`config.mk`:
```
export PLATFORM = sky130hd
export DESIGN_NAME = mpu_periph
export DESIGN_NICKNAME = d
export VERILOG_FILES = /design/src/verilog/bus_pkg.sv /design/src/verilog/irq_pkg.sv /design/src/verilog/interval_timer.sv /design/src/verilog/irq_controller.sv /design/src/verilog/mpu_periph.sv
export SDC_FILE = /design/constraint.sdc
export NUM_CORES = 1
export LEC_CHECK = 0
export BUFFER_PORTS_ARGS = -buffer_cell sky130_fd_sc_hd__buf_4
export CELL_PAD_IN_SITES_DETAIL_PLACEMENT = 1
export CELL_PAD_IN_SITES_GLOBAL_PLACEMENT = 1
export CORE_ASPECT_RATIO = 1.1
export CORE_UTILIZATION = 47
export CTS_CLUSTER_SIZE = 28
export DETAILED_ROUTE_END_ITERATION = 10
export GPL_TIMING_DRIVEN = 0
export PLACE_DENSITY_LB_ADDON = 0.12
export SLEW_MARGIN = 20
export SYNTH_ARGS = -nofsm -noshare
export SYNTH_HDL_FRONTEND = slang
export SYNTH_SLANG_ARGS = --single-unit
export TNS_END_PERCENT = 30
```
`constraint.sdc`:
```
create_clock -name clk_i -period 7.4 [get_ports clk_i]
set_input_delay 1.11 -clock clk_i [delete_from_list [all_inputs] [get_ports clk_i]]
set_output_delay 1.11 -clock clk_i [all_outputs]
set_load 0.02 [all_outputs]
```
`src/verilog/bus_pkg.sv`:
```
package bus_pkg;

	// ====================
	// address map
	// ====================
	localparam logic [31:0] PIT_BASE = 32'hFFDC1100;  // interval timer block
	localparam logic [31:0] PIC_BASE = 32'hFFDC0F00;  // interrupt controller block
	localparam int          DEC_LSB  = 8;             // adr[31:8] picks the target

	typedef enum logic [1:0] {
		TGT_EXT,  // anything unmapped goes off-chip
		TGT_PIT,
		TGT_PIC
	} target_e;

	// ====================
	// 64-bit master side
	// ====================
	typedef struct packed {
		logic        cyc;
		logic        stb;
		logic        we;
		logic [7:0]  sel;  // byte lanes
		logic [31:0] adr;
		logic [63:0] dat;
	} bus_req_t;

	typedef struct packed {
		logic        ack;
		logic [63:0] dat;
	} bus_rsp_t;

	// 32-bit peripheral side, stb already qualified by cyc and chip select
	typedef struct packed {
		logic        stb;
		logic        we;
		logic [5:0]  adr;  // register offset, bit 2 rebuilt from sel
		logic [31:0] dat;
	} periph_req_t;

	typedef struct packed {
		logic        ack;
		logic [31:0] dat;
	} periph_rsp_t;

endpackage

```
`src/verilog/irq_pkg.sv`:
```
package irq_pkg;

	localparam int NUM_IRQ     = 32;
	localparam int NUM_EXT_IRQ = 29;  // sources 0..28, timers take 29..31
	localparam int NUM_TIMERS  = 3;
	localparam int CAUSE_W     = $clog2(NUM_IRQ);

	// timer control register bits
	localparam int CTRL_EN   = 0;
	localparam int CTRL_AUTO = 1;

	// ====================
	// register offsets
	// ====================
	typedef enum logic [3:0] {
		TMR_RELOAD = 4'h0,  // also loads the count
		TMR_COUNT  = 4'h4,  // read only
		TMR_CTRL   = 4'h8
	} timer_reg_e;  // per channel, channel n at n*0x10

	typedef enum logic [3:0] {
		PIC_ENABLE  = 4'h0,
		PIC_PENDING = 4'h4,  // read only
		PIC_CLEAR   = 4'h8,  // write one to clear
		PIC_CAUSE   = 4'hC   // read only
	} pic_reg_e;

endpackage

```
`src/verilog/interval_timer.sv`:
```
`timescale 1ns/1ns

module interval_timer import bus_pkg::*, irq_pkg::*; (
	input  logic                  clk_i,
	input  logic                  reset_i,
	input  periph_req_t           req_i,
	output periph_rsp_t           rsp_o,
	output logic [NUM_TIMERS-1:0] expire_o
);

	logic [31:0]           reload_q [NUM_TIMERS];
	logic [31:0]           count_q [NUM_TIMERS];
	logic [NUM_TIMERS-1:0] en_q;
	logic [NUM_TIMERS-1:0] auto_q;
	logic [NUM_TIMERS-1:0] expire_q;
	logic [NUM_TIMERS-1:0] zero_hit;  // channel reaches zero this cycle
	logic                  busy_q;
	logic                  ack_q;
	logic [31:0]           rdat_q;
	logic [31:0]           rdat;
	logic                  access;
	logic                  wr;
	logic [1:0]            ch;
	logic                  ch_valid;
	timer_reg_e            reg_sel;

	assign access   = req_i.stb & ~busy_q;  // first strobe cycle only
	assign wr       = access & req_i.we;
	assign ch       = req_i.adr[5:4];
	assign ch_valid = (int'(ch) < NUM_TIMERS);  // 0x30 block is empty
	assign reg_sel  = timer_reg_e'(req_i.adr[3:0]);

	always_comb begin
		for (int n = 0; n < NUM_TIMERS; n++)
			zero_hit[n] = en_q[n] & (count_q[n] <= 32'd1);
	end

	// ====================
	// counters
	// ====================
	always_ff @(posedge clk_i) begin
		if (reset_i) begin
			for (int n = 0; n < NUM_TIMERS; n++) begin
				reload_q[n] <= '0;
				count_q[n]  <= '0;
			end
			en_q     <= '0;
			auto_q   <= '0;
			expire_q <= '0;
		end else begin
			for (int n = 0; n < NUM_TIMERS; n++) begin
				expire_q[n] <= zero_hit[n];  // single cycle pulse
				if (wr && int'(ch) == n && reg_sel == TMR_RELOAD) begin
					reload_q[n] <= req_i.dat;
					count_q[n]  <= req_i.dat;  // bus write beats counting
				end else if (zero_hit[n]) begin
					count_q[n] <= auto_q[n] ? reload_q[n] : 32'd0;
				end else if (en_q[n]) begin
					count_q[n] <= count_q[n] - 32'd1;
				end
				if (wr && int'(ch) == n && reg_sel == TMR_CTRL) begin
					en_q[n]   <= req_i.dat[CTRL_EN];
					auto_q[n] <= req_i.dat[CTRL_AUTO];
				end else if (zero_hit[n] && !auto_q[n]) begin
					en_q[n] <= 1'b0;  // one shot done
				end
			end
		end
	end

	// ====================
	// register read and ack
	// ====================
	always_comb begin
		rdat = '0;
		if (ch_valid) begin
			case (reg_sel)
				TMR_RELOAD: rdat = reload_q[ch];
				TMR_COUNT:  rdat = count_q[ch];
				TMR_CTRL:   rdat = {30'd0, auto_q[ch], en_q[ch]};
				default:    rdat = '0;
			endcase
		end
	end

	always_ff @(posedge clk_i) begin
		if (reset_i) begin
			busy_q <= 1'b0;
			ack_q  <= 1'b0;
		end else begin
			busy_q <= req_i.stb;  // held until master drops stb
			ack_q  <= access;
		end
	end

	always_ff @(posedge clk_i) begin
		if (access)
			rdat_q <= rdat;
	end

	assign rsp_o.ack = ack_q;
	assign rsp_o.dat = rdat_q;
	assign expire_o  = expire_q;

endmodule

```
`src/verilog/irq_controller.sv`:
```
`timescale 1ns/1ns

module irq_controller import bus_pkg::*, irq_pkg::*; (
	input  logic               clk_i,
	input  logic               reset_i,
	input  periph_req_t        req_i,
	output periph_rsp_t        rsp_o,
	input  logic [NUM_IRQ-1:0] src_i,
	output logic               irq_o,
	output logic [CAUSE_W-1:0] cause_o
);

	logic [NUM_IRQ-1:0] src_prev_q;
	logic [NUM_IRQ-1:0] pending_q;
	logic [NUM_IRQ-1:0] enable_q;
	logic [NUM_IRQ-1:0] edges;
	logic [NUM_IRQ-1:0] active;   // pending and enabled
	logic [NUM_IRQ-1:0] clr;
	logic               irq_q;
	logic [CAUSE_W-1:0] cause_q;
	logic               busy_q;
	logic               ack_q;
	logic [31:0]        rdat_q;
	logic [31:0]        rdat;
	logic               access;
	logic               wr;
	logic               in_range;
	pic_reg_e           reg_sel;

	// highest numbered set bit wins
	function automatic logic [CAUSE_W-1:0] highest(input logic [NUM_IRQ-1:0] v);
		logic [CAUSE_W-1:0] idx;
		idx = '0;
		for (int i = 0; i < NUM_IRQ; i++)
			if (v[i])
				idx = CAUSE_W'(i);
		return idx;
	endfunction

	assign access   = req_i.stb & ~busy_q;
	assign wr       = access & req_i.we;
	assign in_range = (req_i.adr[5:4] == 2'b00);  // only four regs decoded
	assign reg_sel  = pic_reg_e'(req_i.adr[3:0]);
	assign edges    = src_i & ~src_prev_q;
	assign active   = pending_q & enable_q;
	assign clr      = (wr && in_range && reg_sel == PIC_CLEAR) ? req_i.dat : '0;

	// ====================
	// edge capture, pending
	// ====================
	always_ff @(posedge clk_i)
		src_prev_q <= src_i;  // level history

	always_ff @(posedge clk_i) begin
		if (reset_i) begin
			pending_q <= '0;
			enable_q  <= '0;
			irq_q     <= 1'b0;
			cause_q   <= '0;
		end else begin
			pending_q <= (pending_q & ~clr) | edges;  // new edge wins over clear
			if (wr && in_range && reg_sel == PIC_ENABLE)
				enable_q <= req_i.dat;
			irq_q   <= |active;
			cause_q <= highest(active);
		end
	end

	// ====================
	// register read and ack
	// ====================
	always_comb begin
		rdat = '0;
		if (in_range) begin
			case (reg_sel)
				PIC_ENABLE:  rdat = enable_q;
				PIC_PENDING: rdat = pending_q;
				PIC_CAUSE:   rdat = {{(32-CAUSE_W){1'b0}}, cause_q};
				default:     rdat = '0;  // clear reg reads zero
			endcase
		end
	end

	always_ff @(posedge clk_i) begin
		if (reset_i) begin
			busy_q <= 1'b0;
			ack_q  <= 1'b0;
		end else begin
			busy_q <= req_i.stb;
			ack_q  <= access;  // one ack per strobe
		end
	end

	always_ff @(posedge clk_i) begin
		if (access)
			rdat_q <= rdat;
	end

	assign rsp_o.ack = ack_q;
	assign rsp_o.dat = rdat_q;
	assign irq_o     = irq_q;
	assign cause_o   = cause_q;

endmodule

```
`src/verilog/mpu_periph.sv`:
```
`timescale 1ns/1ns

module mpu_periph import bus_pkg::*, irq_pkg::*; (
	input  logic                   clk_i,
	input  logic                   reset_i,
	input  bus_req_t               bus_req_i,
	output bus_rsp_t               bus_rsp_o,
	output bus_req_t               ext_req_o,
	input  bus_rsp_t               ext_rsp_i,
	input  logic [NUM_EXT_IRQ-1:0] irq_src_i,
	output logic                   irq_o,
	output logic [CAUSE_W-1:0]     cause_o
);

	target_e               tgt;
	logic                  cyc_stb;
	logic                  upper;    // upper 32-bit lane in use
	logic [5:0]            adr32;
	logic [31:0]           dat32;
	periph_req_t           pit_req;
	periph_req_t           pic_req;
	periph_rsp_t           pit_rsp;
	periph_rsp_t           pic_rsp;
	logic [NUM_TIMERS-1:0] expire;
	logic [NUM_IRQ-1:0]    irq_src;
	logic                  ext_ack;
	logic                  ack_q;
	logic [63:0]           dat_q;

	// ====================
	// decode and lanes
	// ====================
	always_comb begin
		if (bus_req_i.adr[31:DEC_LSB] == PIT_BASE[31:DEC_LSB])
			tgt = TGT_PIT;
		else if (bus_req_i.adr[31:DEC_LSB] == PIC_BASE[31:DEC_LSB])
			tgt = TGT_PIC;
		else
			tgt = TGT_EXT;
	end

	assign cyc_stb = bus_req_i.cyc & bus_req_i.stb;
	assign upper   = |bus_req_i.sel[7:4];
	assign adr32   = {bus_req_i.adr[5:3], upper, 2'b00};  // a2 comes back from sel
	assign dat32   = upper ? bus_req_i.dat[63:32] : bus_req_i.dat[31:0];

	always_comb begin
		pit_req = '{stb: cyc_stb & (tgt == TGT_PIT), we: bus_req_i.we, adr: adr32, dat: dat32};
		pic_req = '{stb: cyc_stb & (tgt == TGT_PIC), we: bus_req_i.we, adr: adr32, dat: dat32};
	end

	// external port sees the cycle only when nothing on-chip claims it
	always_comb begin
		ext_req_o     = bus_req_i;
		ext_req_o.cyc = bus_req_i.cyc & (tgt == TGT_EXT);
		ext_req_o.stb = bus_req_i.stb & (tgt == TGT_EXT);
	end

	assign ext_ack = ext_rsp_i.ack & ext_req_o.cyc & ext_req_o.stb;

	// timer 0 on source 31, timer 2 on source 29
	always_comb begin
		irq_src = {{(NUM_IRQ-NUM_EXT_IRQ){1'b0}}, irq_src_i};
		for (int n = 0; n < NUM_TIMERS; n++)
			irq_src[NUM_IRQ-1-n] = expire[n];
	end

	interval_timer interval_timer_inst (
		.clk_i    (clk_i),
		.reset_i  (reset_i),
		.req_i    (pit_req),
		.rsp_o    (pit_rsp),
		.expire_o (expire)
	);

	irq_controller irq_controller_inst (
		.clk_i   (clk_i),
		.reset_i (reset_i),
		.req_i   (pic_req),
		.rsp_o   (pic_rsp),
		.src_i   (irq_src),
		.irq_o   (irq_o),
		.cause_o (cause_o)
	);

	// ====================
	// response merge
	// ====================
	always_ff @(posedge clk_i) begin
		if (pic_rsp.ack)
			dat_q <= {2{pic_rsp.dat}};  // 32-bit value on both halves
		else if (pit_rsp.ack)
			dat_q <= {2{pit_rsp.dat}};
		else
			dat_q <= ext_rsp_i.dat;
	end

	always_ff @(posedge clk_i) begin
		if (reset_i)
			ack_q <= 1'b0;
		else
			ack_q <= pic_rsp.ack | pit_rsp.ack | ext_ack;
	end

	assign bus_rsp_o = '{ack: ack_q, dat: dat_q};

endmodule
```
==> results of run 1 <==
## layer usage
metal,share of wire,vias up,GRT usage
li1,-,9031,-
met1,0.39,10200,0.456
met2,0.49,960,0.630
met3,0.069,229,0.0514
met4,0.054,0,0.197
met5,0,-,0
## critical path, delay by kind of cell
family                 cells  cell delay, ps
AO/OA/AOI/OAI              1             400
AND/OR/NAND/NOR            4            2330
buffers and inverters      4            1510
## logic make-up after synthesis
| logic type | share of synthesized area |
|---|---|
| compound gates | 0.158 |
| xor+xnor | 0.0325 |
| fa+ha+maj | 0.00340 |
| buf+inv | 0.0667 |
| flops | 0.511 |
| mux | 0.0454 |
| simple gates | 0.183 |
## worst max path at each step
stage	startpoint	end	slack (ps)	depth (start not counted)
after floorplan	bus_req_i[79]	interval_timer_inst.reload_q[0][0]	2410	5
after global placement	bus_req_i[100]	interval_timer_inst.reload_q[1][5]	230	5
after detailed placement	bus_req_i[100]	interval_timer_inst.count_q[0][28]	1890	9
after CTS	bus_req_i[100]	interval_timer_inst.count_q[0][28]	2510	9
after global routing	bus_req_i[101]	interval_timer_inst.count_q[2][25]	2290	10
final	bus_req_i[101]	interval_timer_inst.count_q[0][28]	2370	9
## cell usage in the layout, fill, tap and decap left out, types with 12 or more instances in the layout
master / Yosys / final
a211oi_1: 38 / 38
a21oi_1: 268 / 268
a2bb2oi_1: 30 / 30
and3_1: 68 / 68
buf_2: 12 / 12
buf_4: 107 / 477
clkbuf_1: 125 / 131
clkbuf_16: 0 / 51
dfxtp_1: 180 / 180
edfxtp_1: 256 / 256
inv_1: 15 / 13
mux2i_1: 98 / 87
nand2_1: 227 / 227
nand2b_1: 102 / 102
nand3_1: 25 / 25
nand4_1: 17 / 17
nor2_1: 195 / 195
nor2b_1: 37 / 37
nor3_1: 28 / 27
nor4_1: 50 / 48
o21ai_0: 135 / 132
o31a_1: 60 / 60
or3_1: 17 / 14
or4_1: 16 / 16
xnor2_1: 63 / 63
xor2_1: 19 / 19
## metrics by stage
step | instance area, µm² | hold WS [ps] | setup slack [ps]
6_report | 27500 | 358 | 2370
3_3_place_gp | 25600 | 343 | 235
5_1_grt | 27500 | 367 | 2290
4_1_cts | 27400 | 362 | 2510
3_5_place_dp | 25900 | 356 | 1890
2_1_floorplan | 22100 | 332 | 2410
## state kept, by name, indices dropped and copies added, names as in the netlist, 3 cells and up
| signal | count |
|---|---|
| interval_timer_inst.count_q | 96 |
| irq_controller_inst.enable_q | 32 |
| interval_timer_inst.en_q | 3 |
| irq_controller_inst.pending_q | 32 |
| interval_timer_inst.reload_q | 96 |
| irq_controller_inst.rdat_q | 32 |
| interval_timer_inst.auto_q | 3 |
| irq_controller_inst.cause_o | 5 |
| interval_timer_inst.rdat_q | 32 |
| dat_q | 64 |
| irq_controller_inst.src_prev_q | 32 |
| interval_timer_inst.expire_o | 3 |
## layout make-up
class                   instances  area (µm²)  share of cell area
flip-flops and latches        436       11300               0.411
clock buffers                  66        1420              0.0518
clock inverters                18         159             0.00579
inverters                      15        56.3             0.00205
multi-input cells            1581        9430               0.343
diodes                          2        5.00            0.000182
well taps                     588         736              0.0268
repair buffers                376        2940               0.107
plain buffers                 259        1420              0.0517
## power by group
part	total, mW	switching [mW]	internal [mW]
clock	2.45	1.04	1.41
combinational	0.636	0.369	0.268
sequential	2.71	0.0688	2.64
==> results.toml, run 1 <==
[outcome]
status = "finished clean"

[critical_path]
ff2ff_setup_slack_ps = 3370
reg2reg_depth = 7
slowest_delay_ps = 930
path_class = "in -> reg"
crit_path_max_fanout = 10
rr_startpoint = "interval_timer_inst.count_q[0][5]"
cpMaxStageDelayCell = "nor4_1"
worst_r2r_endpoint = "interval_timer_inst.count_q[0][28]"
crit_path_frequent_cell = "clkbuf_1"
endpoint_kind = "register"
worstPathArrival_ps = 5370
cp-start-kind = "input port"
cp.required_ps = 7740
crit_chain = "buf_4 > nor4_1 > clkbuf_1 > nand4_1 > nor4_1 > nor4b_1 > clkbuf_1 > clkbuf_1 > o31a_1"

[detailed_routing]
vias_per_cell = 6.10
vias = 20400
first_pass_iters = 5
drc = 0
drtIter0Drc = 1689
wl_per_cell_um = 27.1
totalWireLength_um = 90600
postRouteAntennaNets = 0

[timing]
rsz0062_at_grt = "no"
relSlewSlack = 0.167
setup_tns_ps = 0
hold_viol_final = 0
skew_ps = 23.9
finalCritPeriodShare = 0.680
tightest_slew_ps = 1210
setup_violations = 0
slew_violations = 0
final.min_clock_period_ps = 5030
max_clock_freq_ghz = 0.199

[synthesis]
synthesis.area_mm2 = 0.0221
synth.top_cell.area_share = 0.348
ys.flop_type = "edfxtp_1"
syn-num-nets = 2500
synth.top_cells.by_count = "268 x a21oi_1, 256 x edfxtp_1, 227 x nand2_1"
synth-edff-count = 256
synth_top_area_cell = "edfxtp_1"
ys_seq_area_frac = 0.511
ys_seq_elements = 436
netlist_instances = 2291
synth_async_sr_flop_share = 0
postSynthAreaPerCell_um2 = 9.65
synth_cell_type_count = 61
synthMostInstantiatedCell = "a21oi_1"
synth_warnings = 0
synth_area_leaders = "edfxtp_1 35%, dfxtp_1 16%, a21oi_1 6.1%"

[min_path]
holdCritPathClass = "reg -> reg"
hold_end = "irq_controller_inst.src_prev_q[30]"
hp-start = "interval_timer_inst.expire_o[1]"
hold_depth = 0

[cts]
cts-root-buf = "clkbuf_16"
clk_pin_slew_worst_paths_ps = 60
ctsResizeCount = 0
numCtsBuffers = 46
ctsHoldBuffers = 0
cts_tree = "done"
cts_setup_buffers = 0
ctsLongestPathBuffers = 3
clock_latency_ps = 610
h-tree-depth = 2
clock_sinks = 436

[final_layout]
area_delta_synth_final_pct = 24.3
fin_util = 0.598
drive_gt1_frac = 0.221
nFillCells = 5185
final_nets = 2924
fin_cells = 3341

[global_routing]
grt-ovfl-total = 0
grt_max_degree = 34
grt_first_pass_wirelength_um = 132000
grt.total_usage = 0.371
grt_pass1_vias = 21200
antenna_found_initial = 2

[floorplanning]
core_mm2 = 0.0460
dieArea_mm2 = 0.0479
die_h_um = 229
io_pins = 381
die_w_um = 209
start_util = 0.481
rows = 82

[power_and_ir_drop]
ir_worst_vdd_uv = 195
power_mw = 5.80
p_leak_nw = 10.5
power_density_mw_per_mm2 = 211

[placed_design]
dp_cells = 3255
hpwl_um = 69800
portBuffers = 370
gp_congestion = 0.942

[run]
drv_cap = 0
No activity file was read; power rests on OpenSTA's default activity.
==> inputs of run 2 (changes only) <==
--- a/config.mk
+++ b/config.mk
@@ -9,7 +9,7 @@
 export CELL_PAD_IN_SITES_DETAIL_PLACEMENT = 1
 export CELL_PAD_IN_SITES_GLOBAL_PLACEMENT = 1
 export CORE_ASPECT_RATIO = 1.1
-export CORE_UTILIZATION = 47
+export CORE_UTILIZATION = 44
 export CTS_CLUSTER_SIZE = 28
 export DETAILED_ROUTE_END_ITERATION = 10
 export GPL_TIMING_DRIVEN = 0
==> constraint.sdc (replaced) <==
create_clock -name clk_i -period 4.8 [get_ports clk_i]
set_input_delay 0.72 -clock clk_i [delete_from_list [all_inputs] [get_ports clk_i]]
set_output_delay 0.72 -clock clk_i [all_outputs]
set_load 0.02 [all_outputs]
==> results.toml, run 2 (synthesis results as in run 1) <==
[outcome]
status = "finished clean"

[cts]
cts_tree = "done"
cts-root-buf = "clkbuf_16"
clock_latency_ps = 600
clock_sinks = 436
ctsResizeCount = 0
numCtsBuffers = 47
cts_setup_buffers = 0
clk_pin_slew_worst_paths_ps = 60
h-tree-depth = 2
ctsLongestPathBuffers = 3
ctsHoldBuffers = 0

[final_layout]
final_nets = 2924
top_regs = "interval_timer_inst.count_q (96), interval_timer_inst.reload_q (96), dat_q (64)"
area_delta_synth_final_pct = 24.3
final_common_cell = "buf_4"
drive_gt1_frac = 0.219
fin_util = 0.558
final_cell_mix = "477 x buf_4, 268 x a21oi_1, 256 x edfxtp_1"

[power_and_ir_drop]
switchingPower_mw = 2.22
intPower_mw = 6.57
p_seq_frac = 0.475
p_leak_nw = 10.5
power_frac_clock = 0.415
power_frac_comb = 0.110
swShare = 0.253
ir_worst_vdd_uv = 260
power_mw = 8.79
power_density_mw_per_mm2 = 320

[critical_path]
path_class = "in -> reg"
worstPathArrival_ps = 4920
cp-start-kind = "input port"
crit_path_max_fanout = 10
endpoint_kind = "register"
cp.required_ps = 5120

[floorplanning]
die_h_um = 237
rows = 85
io_pins = 381
dieArea_mm2 = 0.0511
start_util = 0.449
core_mm2 = 0.0492
die_w_um = 216

[timing]
hold_viol_final = 0
setup_violations = 0
tightest_slew_ps = 1150
skew_ps = 24.7
finalCritPeriodShare = 0.957
final.min_clock_period_ps = 4590
relSlewSlack = 0.208
slew_violations = 0
max_clock_freq_ghz = 0.218
rsz0062_at_grt = "no"

[detailed_routing]
drt-met1-wl_um = 35000
postRouteAntennaNets = 0
wl_met3_um = 5770
vias = 19700
dr_wl_met2_um = 43100
drc = 0
vias_per_cell = 5.78
top_layer = "met5"
first_pass_iters = 7
drtIter0Drc = 1456
wl_per_cell_um = 25.2
totalWireLength_um = 86000

[placed_design]
gp_congestion = 0.948
portBuffers = 370
hpwl_um = 68400

[min_path]
holdCritPathClass = "in -> reg"

[global_routing]
grt_max_degree = 34
grt-ovfl-total = 0
grt_pass1_vias = 20400
antenna_found_initial = 3
grt_first_pass_wirelength_um = 127000
grt.total_usage = 0.330

[run]
drv_cap = 0
run 2: metrics by stage:
step / hold slack, ps / setup slack (ps) / std cells / area [µm²] / setup TNS, ps
global route: 213 / 186 / 3406 / 27500 / 0
CTS: 199 / 467 / 3405 / 27400 / 0
finish: 229 / 208 / 3408 / 27500 / 0
global placement: 340 / -2040 / 3313 / 25700 / -192650
detailed placement: 346 / -126 / 3318 / 25900 / -1730
floorplan: 332 / 205 / 2291 / 22100 / 0
run 2: final timing paths:
| kind | from | end | slack (ps) | cells after the start |
|---|---|---|---|---|
| worst min register to register | interval_timer_inst.expire_o[1] | irq_controller_inst.src_prev_q[30] | 350 | 0 |
| worst max register to register | interval_timer_inst.count_q[0][6] | interval_timer_inst.count_q[0][26] | 430 | 7 |
| worst min-delay path | irq_src_i[16] | irq_controller_inst.src_prev_q[16] | 230 | 1 |
| worst max-delay path | bus_req_i[101] | interval_timer_inst.count_q[0][26] | 210 | 9 |
run 2: layout make-up:
cell class,instances,area (µm²)
buffer,259,1420
clock buffer,65,1350
sequential,436,11300
timing repair buffer,375,2920
inverter,15,56.3
antenna,3,7.51
tap,652,816
clock inverter,22,189
fill,5636,21800
multi-input combinational,1581,9430
run 2: per-layer routing:
| metal | vias to the layer above | GRT usage |
|---|---|---|
| met2 | 752 | 0.581 |
| met5 | - | 0 |
| met1 | 9812 | 0.416 |
| met3 | 125 | 0.0509 |
| met4 | 4 | 0.0928 |
| li1 | 9022 | - |
run 2: power by group through the flow:
stage | combinational [mW] | clock, mW | sequential, mW
after floorplan | 0.447 | 0 | 4.26
after detailed placement | 0.953 | 0 | 4.25
after global placement | 0.915 | 0 | 4.25
after global routing | 1.02 | 3.80 | 4.19
after CTS | 0.960 | 3.68 | 4.17
final | 0.968 | 3.65 | 4.18
run 2: worst max-delay path: stages:
cell and delay (ps):
buf_4 120, nor4_1 790, clkbuf_1 670, nand4_1 350, nor4_1 940, nor4b_1 140
clkbuf_1 340, clkbuf_1 420, o31a_1 410
